===== src/include/cache_settings.svh =====
`ifndef CACHE_SETTINGS_SVH
`define CACHE_SETTINGS_SVH

// Address and word widths
`define CACHE_ADDR_W 32
`define CACHE_DATA_W 32

// Address split is tag | index | byte offset within a line
`define CACHE_OFFSET_BITS 4
`define CACHE_INDEX_BITS 4
`define CACHE_TAG_BITS 24

// Geometry
`define CACHE_LINES 16
`define CACHE_WORDS_PER_LINE 4

`endif


===== src/design/cache_addr_pkg.sv =====
`default_nettype none

`include "cache_settings.svh"

package cache_addr_pkg;

  typedef logic [`CACHE_TAG_BITS-1:0] tag_t;
  typedef logic [`CACHE_INDEX_BITS-1:0] index_t;
  typedef logic [$clog2(`CACHE_WORDS_PER_LINE)-1:0] word_sel_t;
  typedef logic [`CACHE_DATA_W-1:0] word_t;
  typedef logic [`CACHE_DATA_W/8-1:0] strb_t;
  typedef word_t [`CACHE_WORDS_PER_LINE-1:0] line_t;

  typedef struct packed {
    logic valid;
    logic dirty;
  } line_meta_t;

  // Byte address as seen by the cache
  typedef struct packed {
    tag_t tag;
    index_t index;
    word_sel_t word_sel;
    logic [`CACHE_OFFSET_BITS-$clog2(`CACHE_WORDS_PER_LINE)-1:0] byte_off;
  } addr_parts_t;

endpackage

`default_nettype wire


===== src/design/cache_ctrl_pkg.sv =====
`default_nettype none

`include "cache_settings.svh"

package cache_ctrl_pkg;

  typedef enum logic [2:0] {
    IDLE,
    LOOKUP_READ,
    LOOKUP_WRITE,
    WRITEBACK,
    DUMPING
  } cache_state_t;

  // Effective state once the lookup result is known
  typedef enum logic [2:0] {
    K_NONE,
    K_READ_HIT,
    K_READ_MISS,
    K_WRITE_HIT,
    K_WRITE_MISS
  } lookup_kind_t;

  typedef struct packed {
    logic [`CACHE_ADDR_W-1:0] addr;
  } rd_req_t;

  typedef struct packed {
    logic [`CACHE_ADDR_W-1:0] addr;
    cache_addr_pkg::word_t data;
    cache_addr_pkg::strb_t strb;
  } wr_req_t;

  // Whole-line transfer to or from backing memory
  typedef struct packed {
    logic [`CACHE_ADDR_W-1:0] base;
    logic write;
    cache_addr_pkg::line_t line;
  } mem_req_t;

endpackage

`default_nettype wire


===== src/design/line_store.sv =====
`timescale 1ns/10ps
`default_nettype none

`include "cache_settings.svh"

module line_store (
  input wire logic clk,

  input wire cache_addr_pkg::index_t rd_index,
  output cache_addr_pkg::line_t rd_line,

  input wire cache_addr_pkg::index_t wr_index,
  input wire logic [`CACHE_WORDS_PER_LINE-1:0] wr_en,
  input wire cache_addr_pkg::line_t wr_line
);

  // One block RAM per word position so single words can be written
  for (genvar w = 0; w < `CACHE_WORDS_PER_LINE; w++) begin : g_word
    cache_addr_pkg::word_t ram [`CACHE_LINES];
    cache_addr_pkg::word_t rd_word;

    // Read before write on a shared index
    always_ff @(posedge clk) begin
      rd_word <= ram[rd_index];
      if (wr_en[w]) begin
        ram[wr_index] <= wr_line[w];
      end
    end

    assign rd_line[w] = rd_word;
  end

endmodule

`default_nettype wire


===== src/design/tag_store.sv =====
`timescale 1ns/10ps
`default_nettype none

`include "cache_settings.svh"

module tag_store (
  input wire logic clk,
  input wire logic rst,

  input wire logic lookup_en,
  input wire cache_addr_pkg::addr_parts_t lookup_addr,

  input wire logic fill_en,
  input wire cache_addr_pkg::index_t fill_index,
  input wire cache_addr_pkg::tag_t fill_tag,
  input wire logic fill_dirty,

  input wire logic mark_dirty_en,
  input wire cache_addr_pkg::index_t mark_dirty_index,

  input wire cache_addr_pkg::index_t victim_index,
  input wire logic victim_capture,
  input wire logic invalidate_all,

  output logic hit,
  output cache_addr_pkg::tag_t stored_tag,
  output cache_addr_pkg::line_meta_t stored_meta
);

  cache_addr_pkg::tag_t tags [`CACHE_LINES];
  cache_addr_pkg::line_meta_t meta [`CACHE_LINES];
  cache_addr_pkg::tag_t req_tag;

  always_ff @(posedge clk) begin
    if (fill_en) begin
      tags[fill_index] <= fill_tag;
    end
  end

  always_ff @(posedge clk) begin
    if (rst || invalidate_all) begin
      for (int i = 0; i < `CACHE_LINES; i++) begin
        meta[i] <= '0;
      end
    end else begin
      if (fill_en) begin
        meta[fill_index] <= '{valid: 1'b1, dirty: fill_dirty};
      end
      if (mark_dirty_en) begin
        meta[mark_dirty_index].dirty <= 1'b1;
      end
    end
  end

  // Registered entry for the current request or the flush walk
  always_ff @(posedge clk) begin
    if (lookup_en) begin
      stored_tag <= tags[lookup_addr.index];
      req_tag <= lookup_addr.tag;
    end else if (victim_capture) begin
      stored_tag <= tags[victim_index];
    end else if (fill_en) begin
      stored_tag <= fill_tag;
    end
  end

  always_ff @(posedge clk) begin
    if (rst) begin
      stored_meta <= '0;
    end else if (lookup_en) begin
      stored_meta <= meta[lookup_addr.index];
    end else if (victim_capture) begin
      stored_meta <= meta[victim_index];
    end else if (fill_en) begin
      stored_meta <= '{valid: 1'b1, dirty: fill_dirty};
    end
  end

  assign hit = stored_meta.valid && (stored_tag == req_tag);

  a_fill_vs_inval: assert property (@(posedge clk) disable iff (rst)
    !(fill_en && invalidate_all));

  a_dirty_valid: assert property (@(posedge clk) disable iff (rst)
    mark_dirty_en |-> meta[mark_dirty_index].valid);

endmodule

`default_nettype wire


===== src/design/cache_fsm.sv =====
`timescale 1ns/10ps
`default_nettype none

`include "cache_settings.svh"

module cache_fsm (
  input wire logic clk,
  input wire logic rst,

  input wire logic ar_valid,
  input wire cache_ctrl_pkg::rd_req_t rd_req,
  output logic ar_ready,
  input wire logic aw_valid,
  input wire cache_ctrl_pkg::wr_req_t wr_req,
  output logic aw_ready,
  output logic r_valid,
  output cache_addr_pkg::word_t r_data,
  input wire logic r_ready,
  output logic b_valid,
  input wire logic b_ready,

  output logic mem_req_valid,
  output cache_ctrl_pkg::mem_req_t mem_req,
  input wire logic mem_req_ready,
  input wire logic mem_resp_valid,
  input wire cache_addr_pkg::line_t mem_resp_line,

  input wire logic dump,
  output logic dumping,

  output cache_addr_pkg::index_t rd_index,
  output cache_addr_pkg::index_t wr_index,
  output logic [`CACHE_WORDS_PER_LINE-1:0] wr_en,
  output cache_addr_pkg::line_t wr_line,
  output logic lookup_en,
  output cache_addr_pkg::addr_parts_t lookup_addr,
  output logic fill_en,
  output cache_addr_pkg::index_t fill_index,
  output cache_addr_pkg::tag_t fill_tag,
  output logic fill_dirty,
  output logic mark_dirty_en,
  output cache_addr_pkg::index_t mark_dirty_index,
  output cache_addr_pkg::index_t victim_index,
  output logic victim_capture,
  output logic invalidate_all,

  input wire cache_addr_pkg::line_t rd_line,
  input wire logic hit,
  input wire cache_addr_pkg::tag_t stored_tag,
  input wire cache_addr_pkg::line_meta_t stored_meta
);

  localparam logic [`CACHE_INDEX_BITS:0] DUMP_END = `CACHE_LINES;

  cache_ctrl_pkg::cache_state_t state;
  cache_ctrl_pkg::cache_state_t state_nxt;
  cache_ctrl_pkg::lookup_kind_t kind;

  cache_addr_pkg::addr_parts_t req_parts;
  cache_addr_pkg::addr_parts_t acc_parts;
  cache_addr_pkg::word_t req_data;
  cache_addr_pkg::strb_t req_strb;
  cache_addr_pkg::line_t line_q;
  cache_addr_pkg::line_t cur_line;
  cache_addr_pkg::word_t cur_word;
  cache_addr_pkg::word_t merged_word;

  logic use_fill;
  logic req_sent;
  logic wr_done;
  logic wb_pend;
  logic dump_chk;
  logic [`CACHE_INDEX_BITS:0] dump_cnt;

  logic miss;
  logic resp_done;
  logic accept;
  logic store_wr;
  logic fill_now;
  logic flush_done;

  always_comb begin
    case (state)
      cache_ctrl_pkg::LOOKUP_READ:
        kind = hit ? cache_ctrl_pkg::K_READ_HIT : cache_ctrl_pkg::K_READ_MISS;
      cache_ctrl_pkg::LOOKUP_WRITE:
        kind = hit ? cache_ctrl_pkg::K_WRITE_HIT : cache_ctrl_pkg::K_WRITE_MISS;
      default: kind = cache_ctrl_pkg::K_NONE;
    endcase
  end

  assign miss = (kind == cache_ctrl_pkg::K_READ_MISS) || (kind == cache_ctrl_pkg::K_WRITE_MISS);
  // Store update only on the first b_valid cycle
  assign store_wr = (kind == cache_ctrl_pkg::K_WRITE_HIT) && !wr_done;
  assign fill_now = miss && req_sent && mem_resp_valid;
  assign flush_done = (state == cache_ctrl_pkg::DUMPING) && !dump_chk && (dump_cnt == DUMP_END);

  always_comb begin
    case (kind)
      cache_ctrl_pkg::K_READ_HIT: resp_done = r_ready;
      cache_ctrl_pkg::K_WRITE_HIT: resp_done = b_ready;
      default: resp_done = (state == cache_ctrl_pkg::IDLE);
    endcase
  end

  // No accept while the RAM write of a write hit is in flight
  assign ar_ready = resp_done && !wb_pend && !dump && !dumping && !store_wr;
  assign aw_ready = ar_ready && aw_valid;
  assign accept = aw_ready || (ar_valid && ar_ready);
  assign acc_parts = aw_ready ? wr_req.addr : rd_req.addr;

  always_comb begin
    state_nxt = state;
    case (state)
      cache_ctrl_pkg::WRITEBACK: begin
        if (mem_req_ready) begin
          state_nxt = (dumping || dump) ? cache_ctrl_pkg::DUMPING : cache_ctrl_pkg::IDLE;
        end
      end
      cache_ctrl_pkg::DUMPING: begin
        if (flush_done) begin
          state_nxt = cache_ctrl_pkg::IDLE;
        end else if (dump_chk && stored_meta.valid && stored_meta.dirty) begin
          state_nxt = cache_ctrl_pkg::WRITEBACK;
        end
      end
      default: begin
        if (resp_done) begin
          if (wb_pend) begin
            state_nxt = cache_ctrl_pkg::WRITEBACK;
          end else if (dump || dumping) begin
            state_nxt = cache_ctrl_pkg::DUMPING;
          end else if (aw_ready) begin
            state_nxt = cache_ctrl_pkg::LOOKUP_WRITE;
          end else if (accept) begin
            state_nxt = cache_ctrl_pkg::LOOKUP_READ;
          end else begin
            state_nxt = cache_ctrl_pkg::IDLE;
          end
        end
      end
    endcase
  end

  // Hit word comes from the fill register right after a miss
  always_comb begin
    cur_line = use_fill ? line_q : rd_line;
    cur_word = cur_line[req_parts.word_sel];
    for (int b = 0; b < `CACHE_DATA_W / 8; b++) begin
      merged_word[b*8+:8] = req_strb[b] ? req_data[b*8+:8] : cur_word[b*8+:8];
    end
  end

  assign r_valid = (kind == cache_ctrl_pkg::K_READ_HIT);
  assign b_valid = (kind == cache_ctrl_pkg::K_WRITE_HIT);
  assign r_data = cur_word;
  assign mem_req_valid = (miss && !req_sent) || (state == cache_ctrl_pkg::WRITEBACK);

  always_comb begin
    if (state == cache_ctrl_pkg::DUMPING) begin
      rd_index = dump_cnt[`CACHE_INDEX_BITS-1:0];
    end else begin
      rd_index = accept ? acc_parts.index : req_parts.index;
    end
    wr_en = '0;
    if (fill_now) begin
      wr_en = '1;
    end else if (store_wr) begin
      wr_en[req_parts.word_sel] = 1'b1;
    end
    wr_line = fill_now ? mem_resp_line : {`CACHE_WORDS_PER_LINE{merged_word}};
  end

  assign wr_index = req_parts.index;
  assign lookup_en = accept;
  assign lookup_addr = acc_parts;
  assign fill_en = fill_now;
  assign fill_index = req_parts.index;
  assign fill_tag = req_parts.tag;
  assign fill_dirty = (state == cache_ctrl_pkg::LOOKUP_WRITE);
  assign mark_dirty_en = store_wr;
  assign mark_dirty_index = req_parts.index;
  assign victim_index = dump_cnt[`CACHE_INDEX_BITS-1:0];
  assign victim_capture = (state == cache_ctrl_pkg::DUMPING) && !dump_chk && !flush_done;
  assign invalidate_all = flush_done;

  always_ff @(posedge clk) begin
    if (rst) begin
      state <= cache_ctrl_pkg::IDLE;
      use_fill <= 1'b0;
      req_sent <= 1'b0;
      wr_done <= 1'b0;
      wb_pend <= 1'b0;
      dump_chk <= 1'b0;
      dump_cnt <= '0;
      dumping <= 1'b0;
    end else begin
      state <= state_nxt;
      dumping <= (dumping || dump) && !flush_done;
      if (accept) begin
        use_fill <= 1'b0;
        req_sent <= 1'b0;
        wr_done <= 1'b0;
      end
      if (miss && mem_req_valid && mem_req_ready) begin
        req_sent <= 1'b1;
      end
      if (fill_now) begin
        use_fill <= 1'b1;
        wb_pend <= stored_meta.valid && stored_meta.dirty;
      end
      if (store_wr) begin
        wr_done <= 1'b1;
      end
      if ((state == cache_ctrl_pkg::WRITEBACK) && mem_req_ready) begin
        wb_pend <= 1'b0;
      end
      // Flush walk alternates capture and check per line
      if (state == cache_ctrl_pkg::DUMPING) begin
        if (flush_done) begin
          dump_cnt <= '0;
        end else if (!dump_chk) begin
          dump_chk <= 1'b1;
        end else begin
          dump_chk <= 1'b0;
          dump_cnt <= dump_cnt + 1'b1;
        end
      end
    end
  end

  always_ff @(posedge clk) begin
    if (accept) begin
      req_parts <= acc_parts;
      req_data <= wr_req.data;
      req_strb <= wr_req.strb;
      mem_req.base <= {acc_parts.tag, acc_parts.index, {`CACHE_OFFSET_BITS{1'b0}}};
      mem_req.write <= 1'b0;
    end
    // Victim line is still on rd_line during the fill cycle
    if (fill_now) begin
      line_q <= mem_resp_line;
      mem_req.base <= {stored_tag, req_parts.index, {`CACHE_OFFSET_BITS{1'b0}}};
      mem_req.write <= 1'b1;
      mem_req.line <= rd_line;
    end
    if ((state == cache_ctrl_pkg::DUMPING) && dump_chk) begin
      mem_req.base <= {stored_tag, victim_index, {`CACHE_OFFSET_BITS{1'b0}}};
      mem_req.write <= 1'b1;
      mem_req.line <= rd_line;
    end
  end

  a_resp_excl: assert property (@(posedge clk) disable iff (rst)
    !(r_valid && b_valid));

  a_mem_stable: assert property (@(posedge clk) disable iff (rst)
    mem_req_valid && !mem_req_ready |=> mem_req_valid && $stable(mem_req));

  a_no_accept_dump: assert property (@(posedge clk) disable iff (rst)
    dumping |-> !ar_ready);

endmodule

`default_nettype wire


===== src/design/bram_cache_top.sv =====
`timescale 1ns/10ps
`default_nettype none

`include "cache_settings.svh"

module bram_cache_top (
  input wire logic clk,
  input wire logic rst,

  input wire logic ar_valid,
  input wire cache_ctrl_pkg::rd_req_t rd_req,
  output logic ar_ready,
  input wire logic aw_valid,
  input wire cache_ctrl_pkg::wr_req_t wr_req,
  output logic aw_ready,
  output logic r_valid,
  output cache_addr_pkg::word_t r_data,
  input wire logic r_ready,
  output logic b_valid,
  input wire logic b_ready,

  output logic mem_req_valid,
  output cache_ctrl_pkg::mem_req_t mem_req,
  input wire logic mem_req_ready,
  input wire logic mem_resp_valid,
  input wire cache_addr_pkg::line_t mem_resp_line,

  input wire logic dump,
  output logic dumping
);

  cache_addr_pkg::index_t rd_index;
  cache_addr_pkg::index_t wr_index;
  logic [`CACHE_WORDS_PER_LINE-1:0] wr_en;
  cache_addr_pkg::line_t wr_line;
  cache_addr_pkg::line_t rd_line;

  logic lookup_en;
  cache_addr_pkg::addr_parts_t lookup_addr;
  logic fill_en;
  cache_addr_pkg::index_t fill_index;
  cache_addr_pkg::tag_t fill_tag;
  logic fill_dirty;
  logic mark_dirty_en;
  cache_addr_pkg::index_t mark_dirty_index;
  cache_addr_pkg::index_t victim_index;
  logic victim_capture;
  logic invalidate_all;
  logic hit;
  cache_addr_pkg::tag_t stored_tag;
  cache_addr_pkg::line_meta_t stored_meta;

  // Lookup stage
  line_store u_line_store (
    .clk      (clk),
    .rd_index (rd_index),
    .rd_line  (rd_line),
    .wr_index (wr_index),
    .wr_en    (wr_en),
    .wr_line  (wr_line)
  );

  tag_store u_tag_store (
    .clk              (clk),
    .rst              (rst),
    .lookup_en        (lookup_en),
    .lookup_addr      (lookup_addr),
    .fill_en          (fill_en),
    .fill_index       (fill_index),
    .fill_tag         (fill_tag),
    .fill_dirty       (fill_dirty),
    .mark_dirty_en    (mark_dirty_en),
    .mark_dirty_index (mark_dirty_index),
    .victim_index     (victim_index),
    .victim_capture   (victim_capture),
    .invalidate_all   (invalidate_all),
    .hit              (hit),
    .stored_tag       (stored_tag),
    .stored_meta      (stored_meta)
  );

  // Resolve stage
  cache_fsm u_cache_fsm (
    .clk              (clk),
    .rst              (rst),
    .ar_valid         (ar_valid),
    .rd_req           (rd_req),
    .ar_ready         (ar_ready),
    .aw_valid         (aw_valid),
    .wr_req           (wr_req),
    .aw_ready         (aw_ready),
    .r_valid          (r_valid),
    .r_data           (r_data),
    .r_ready          (r_ready),
    .b_valid          (b_valid),
    .b_ready          (b_ready),
    .mem_req_valid    (mem_req_valid),
    .mem_req          (mem_req),
    .mem_req_ready    (mem_req_ready),
    .mem_resp_valid   (mem_resp_valid),
    .mem_resp_line    (mem_resp_line),
    .dump             (dump),
    .dumping          (dumping),
    .rd_index         (rd_index),
    .wr_index         (wr_index),
    .wr_en            (wr_en),
    .wr_line          (wr_line),
    .lookup_en        (lookup_en),
    .lookup_addr      (lookup_addr),
    .fill_en          (fill_en),
    .fill_index       (fill_index),
    .fill_tag         (fill_tag),
    .fill_dirty       (fill_dirty),
    .mark_dirty_en    (mark_dirty_en),
    .mark_dirty_index (mark_dirty_index),
    .victim_index     (victim_index),
    .victim_capture   (victim_capture),
    .invalidate_all   (invalidate_all),
    .rd_line          (rd_line),
    .hit              (hit),
    .stored_tag       (stored_tag),
    .stored_meta      (stored_meta)
  );

endmodule

`default_nettype wire


===== config.mk =====
export PLATFORM = sky130hd
export DESIGN_NAME = bram_cache_top
export DESIGN_NICKNAME = d
export VERILOG_FILES = /design/src/design/cache_addr_pkg.sv /design/src/design/cache_ctrl_pkg.sv /design/src/design/line_store.sv /design/src/design/tag_store.sv /design/src/design/cache_fsm.sv /design/src/design/bram_cache_top.sv
export VERILOG_INCLUDE_DIRS = /design/src /design/src/include
export SDC_FILE = /design/constraint.sdc
export NUM_CORES = 2
export LEC_CHECK = 0
export BUFFER_PORTS_ARGS = -buffer_cell sky130_fd_sc_hd__buf_2
export CORE_ASPECT_RATIO = 1.1
export CORE_UTILIZATION = 25
export DETAILED_ROUTE_END_ITERATION = 8
export MAX_ROUTING_LAYER = met4
export PLACE_DENSITY = 0.41
export SLEW_MARGIN = 30
export SYNTH_ARGS = -nofsm -noshare
export SYNTH_HDL_FRONTEND = slang
export SYNTH_HIERARCHICAL = 1
export SYNTH_SLANG_ARGS = --single-unit

===== constraint.sdc =====
create_clock -name clk -period 12.96 [get_ports clk]
set_input_delay 1.296 -clock clk [delete_from_list [all_inputs] [get_ports clk]]
set_output_delay 1.296 -clock clk [all_outputs]
set_load 0.01 [all_outputs]

==> results.md <==
* Status: complete, no violations
* Post-CTS setup buffer count at 0
* Per-cell routed wire length at 32.08 um
* Initial core utilization at 0.2515
* Slew Limit Fails at 0
* Unrepaired setup endpoints after global routing: no
* Final Net Count at 6,637
* Hold Fails Final Rpt at 0
* CTS Buffer Depth at 4
* Reg2reg start: u_tag_store/stored_tag[22]
* Leak Pwr at 44.40 nW
* DR DRC count at 0
* Row cnt at 264
* CTS root buf: clkbuf_16
* FF+latch area at 88,540 um2
* Grt total ovfl at 0
* CP endpoint kind: flip-flop
* Largest delay share family, worst path: simple AND/OR/NAND/NOR gates
* Crit Reg-Reg Endpoint: u_tag_store/stored_tag[10]
* Placed insts at 12,300
* Synth Cell Area at 118,300 um2
* I/O Buffers at 427
* CTS tree: yes
* Post-Synthesis Cells at 5,864
* Fin Clk Skew at 95.19 ps
* Number of DRC markers in iteration 0 at 7,020
* Core region area at 470,400 um2
* Worst Hold Class: flip-flop to flip-flop
* Final WL at 417,600 um
* Htree depth at 5
* Clock latency on the worst-skew pair at 980 ps
* Pre-CTS WS at 5778 ps
* Fmax achieved at 144.1 MHz
* Initial antenna violation count at 84
* Met1 Use GR at 0.2351
* Routed via count at 62,180
* Synthesis Warnings at 6
* Arrival time at the worst endpoint at 7600 ps
* Met3 usage at 0.03100
* Worst-path fanout max at 36
* Fin cells at 13,020
* DIE AREA at 475,900 um2
* First-pass GRT wire length at 555,900 um
* Max cap viols at 0
* Ratio of cells with drive above 1 in the final layout at 0.2947
* Final period util at 0.5353
* Final HPWL DP at 245,400 um
* WS Path Type: flip-flop to flip-flop
* Worst EP required at 13,630 ps
* CP dominant cell by count: buf_4
* I/O Pins at 436
* Final Worst Setup Slack at 6023 ps
* Via density at 4.776
* Hold buffer count at CTS at 0
* Slew @ Worst Pin at 1089 ps
* Die Width at 657.9 um
* Area Growth Syn to Fin at 17.92%
* Period minus WS final at 6937 ps
* Routing usage on met2 at 0.2753
* Vias in the first global route at 63,480
* DRT Pass-1 Iters at 6
* Area of the multi-input gates at 27,970 um2
* Aggregate global-route resource usage at 0.1758
* Slew margin rel. at 0.2532
* Peak supply drop at 0.0002040 V
* Min-Delay Path Depth at 2
* WHS Endpoint: u_cache_fsm/mem_req[128]
* Setup TNS at 0 ps
* Number of buffers created by CTS at 341
* GPL Wtd Cong at 0.8033
* Avg Inst Size Synth at 20.17 um2
* Critical-path top delay cell: buf_4
* Worst Path Buf+Inv at 4
* Reg2reg path depth at 17
* Slowest stage delay, CP at 820 ps
* Fill count at 46,180
* Reg2Reg Setup Slack at 6020 ps
* Power Dens Cells at 223.5 nW/um2
* Most common cell after layout, fill and taps aside: edfxtp_1
* Die Y at 723.4 um
* Pin count of the biggest net entering global routing at 122
* Clock transition at path regs at 60 ps
* Post-CTS sizing at 0
* HP Start: u_cache_fsm/mem_req[128]
* Most frequent cells in the layout: 2,830 x edfxtp_1, 701 x mux4_2, 427 x buf_2
* Final Setup Violations at 0
* Antenna-violating nets left at 0
* Worst path cell trace: xor2_1 > nor4_1 > nand3_1 > nor4_1 > buf_4 > nor4bb_1 > or4b_1 > or3_1 > buf_4 > nand2_1 > nand2_4 > buf_4 > buf_4 > mux4_2 > mux4_2 > o22ai_1 > nor2_1
* GR peak layer: met2
* Clk sink count at 3,007
* CP startpoint kind: flip-flop
area by class of cell:
class | instances | area share
diodes | 80 | 0.001435
clock buffers | 470 | 0.06778
clock inverters | 164 | 0.01302
inverters | 45 | 0.001363
multi-input cells | 2427 | 0.2005
flip-flops and latches | 3007 | 0.6347
well taps | 6251 | 0.05607
repair buffers | 576 | 0.02509
worst reg2reg max path: cells and delay by family (launching register included):
kind            cells  cell delay, ps
compound gates      1             140
simple gates        9            2520
flops               1             480
mux                 2            1130
xor+xnor            1             240
buf+inv             4            2200
per-stage QoR:
stage / instance area, um2 / utilization / hold WS [ps] / power (mW)
finish: 139500 / 0.2966 / 453.3 / 31.18
CTS: 139200 / 0.2959 / 386.2 / 31.55
detailed placement: 127900 / 0.2719 / 447.1 / 21.69
floorplan: 118300 / - / 444.3 / 17.85
global placement: 127700 / 0.2715 / 441.7 / 21.57
global route: 139400 / 0.2964 / 437.0 / 32.32
per-layer routing:
| layer | up-vias | part of all wire | wire length (um) |
|---|---|---|---|
| met5 | - | 0 | 0 |
| met4 | 0 | 0.027 | 11080 |
| met3 | 520 | 0.063 | 26450 |
| met2 | 2225 | 0.47 | 196800 |
| met1 | 34140 | 0.44 | 183300 |
| li1 | 25300 | - | - |
flip-flops by register name (all words and copies together), names as in the netlist, 3 cells and up:
signal / flops
u_cache_fsm/line_q: 128
u_cache_fsm/dump_cnt: 5
u_cache_fsm/fill_index: 4
u_cache_fsm/fill_tag: 24
u_line_store/g_word.ram: 2048
u_line_store/g_word.rd_word: 128
u_cache_fsm/req_strb: 4
u_cache_fsm/state: 3
u_tag_store/stored_tag: 24
u_tag_store/req_tag: 24
u_tag_store/meta: 32
u_tag_store/tags: 384
u_cache_fsm/mem_req: 157
u_cache_fsm/req_data: 32
worst max-delay path by stage:
stage,startpoint,to,slack [ps],cells after the start
2_1_floorplan,mem_resp_valid,u_tag_store/meta[0][0],6550,8
3_3_place_gp,u_tag_store/stored_tag[22],u_tag_store/stored_tag[17],5700,17
3_5_place_dp,u_tag_store/stored_tag[22],u_tag_store/stored_tag[10],5780,17
4_1_cts,u_tag_store/stored_tag[22],u_tag_store/stored_tag[10],5790,17
5_1_grt,u_tag_store/stored_tag[22],u_tag_store/stored_tag[10],5440,17
6_report,u_tag_store/stored_tag[22],u_tag_store/stored_tag[10],6020,17
report_power, final:
part	switching, mW	total [mW]	leakage [nW]	internal (mW)
combinational	5.81	8.97	12.0	3.16
clock	4.07	9.77	5.51	5.70
sequential	0.492	12.4	26.9	12.0
No activity file was read; power rests on OpenSTA's default activity.
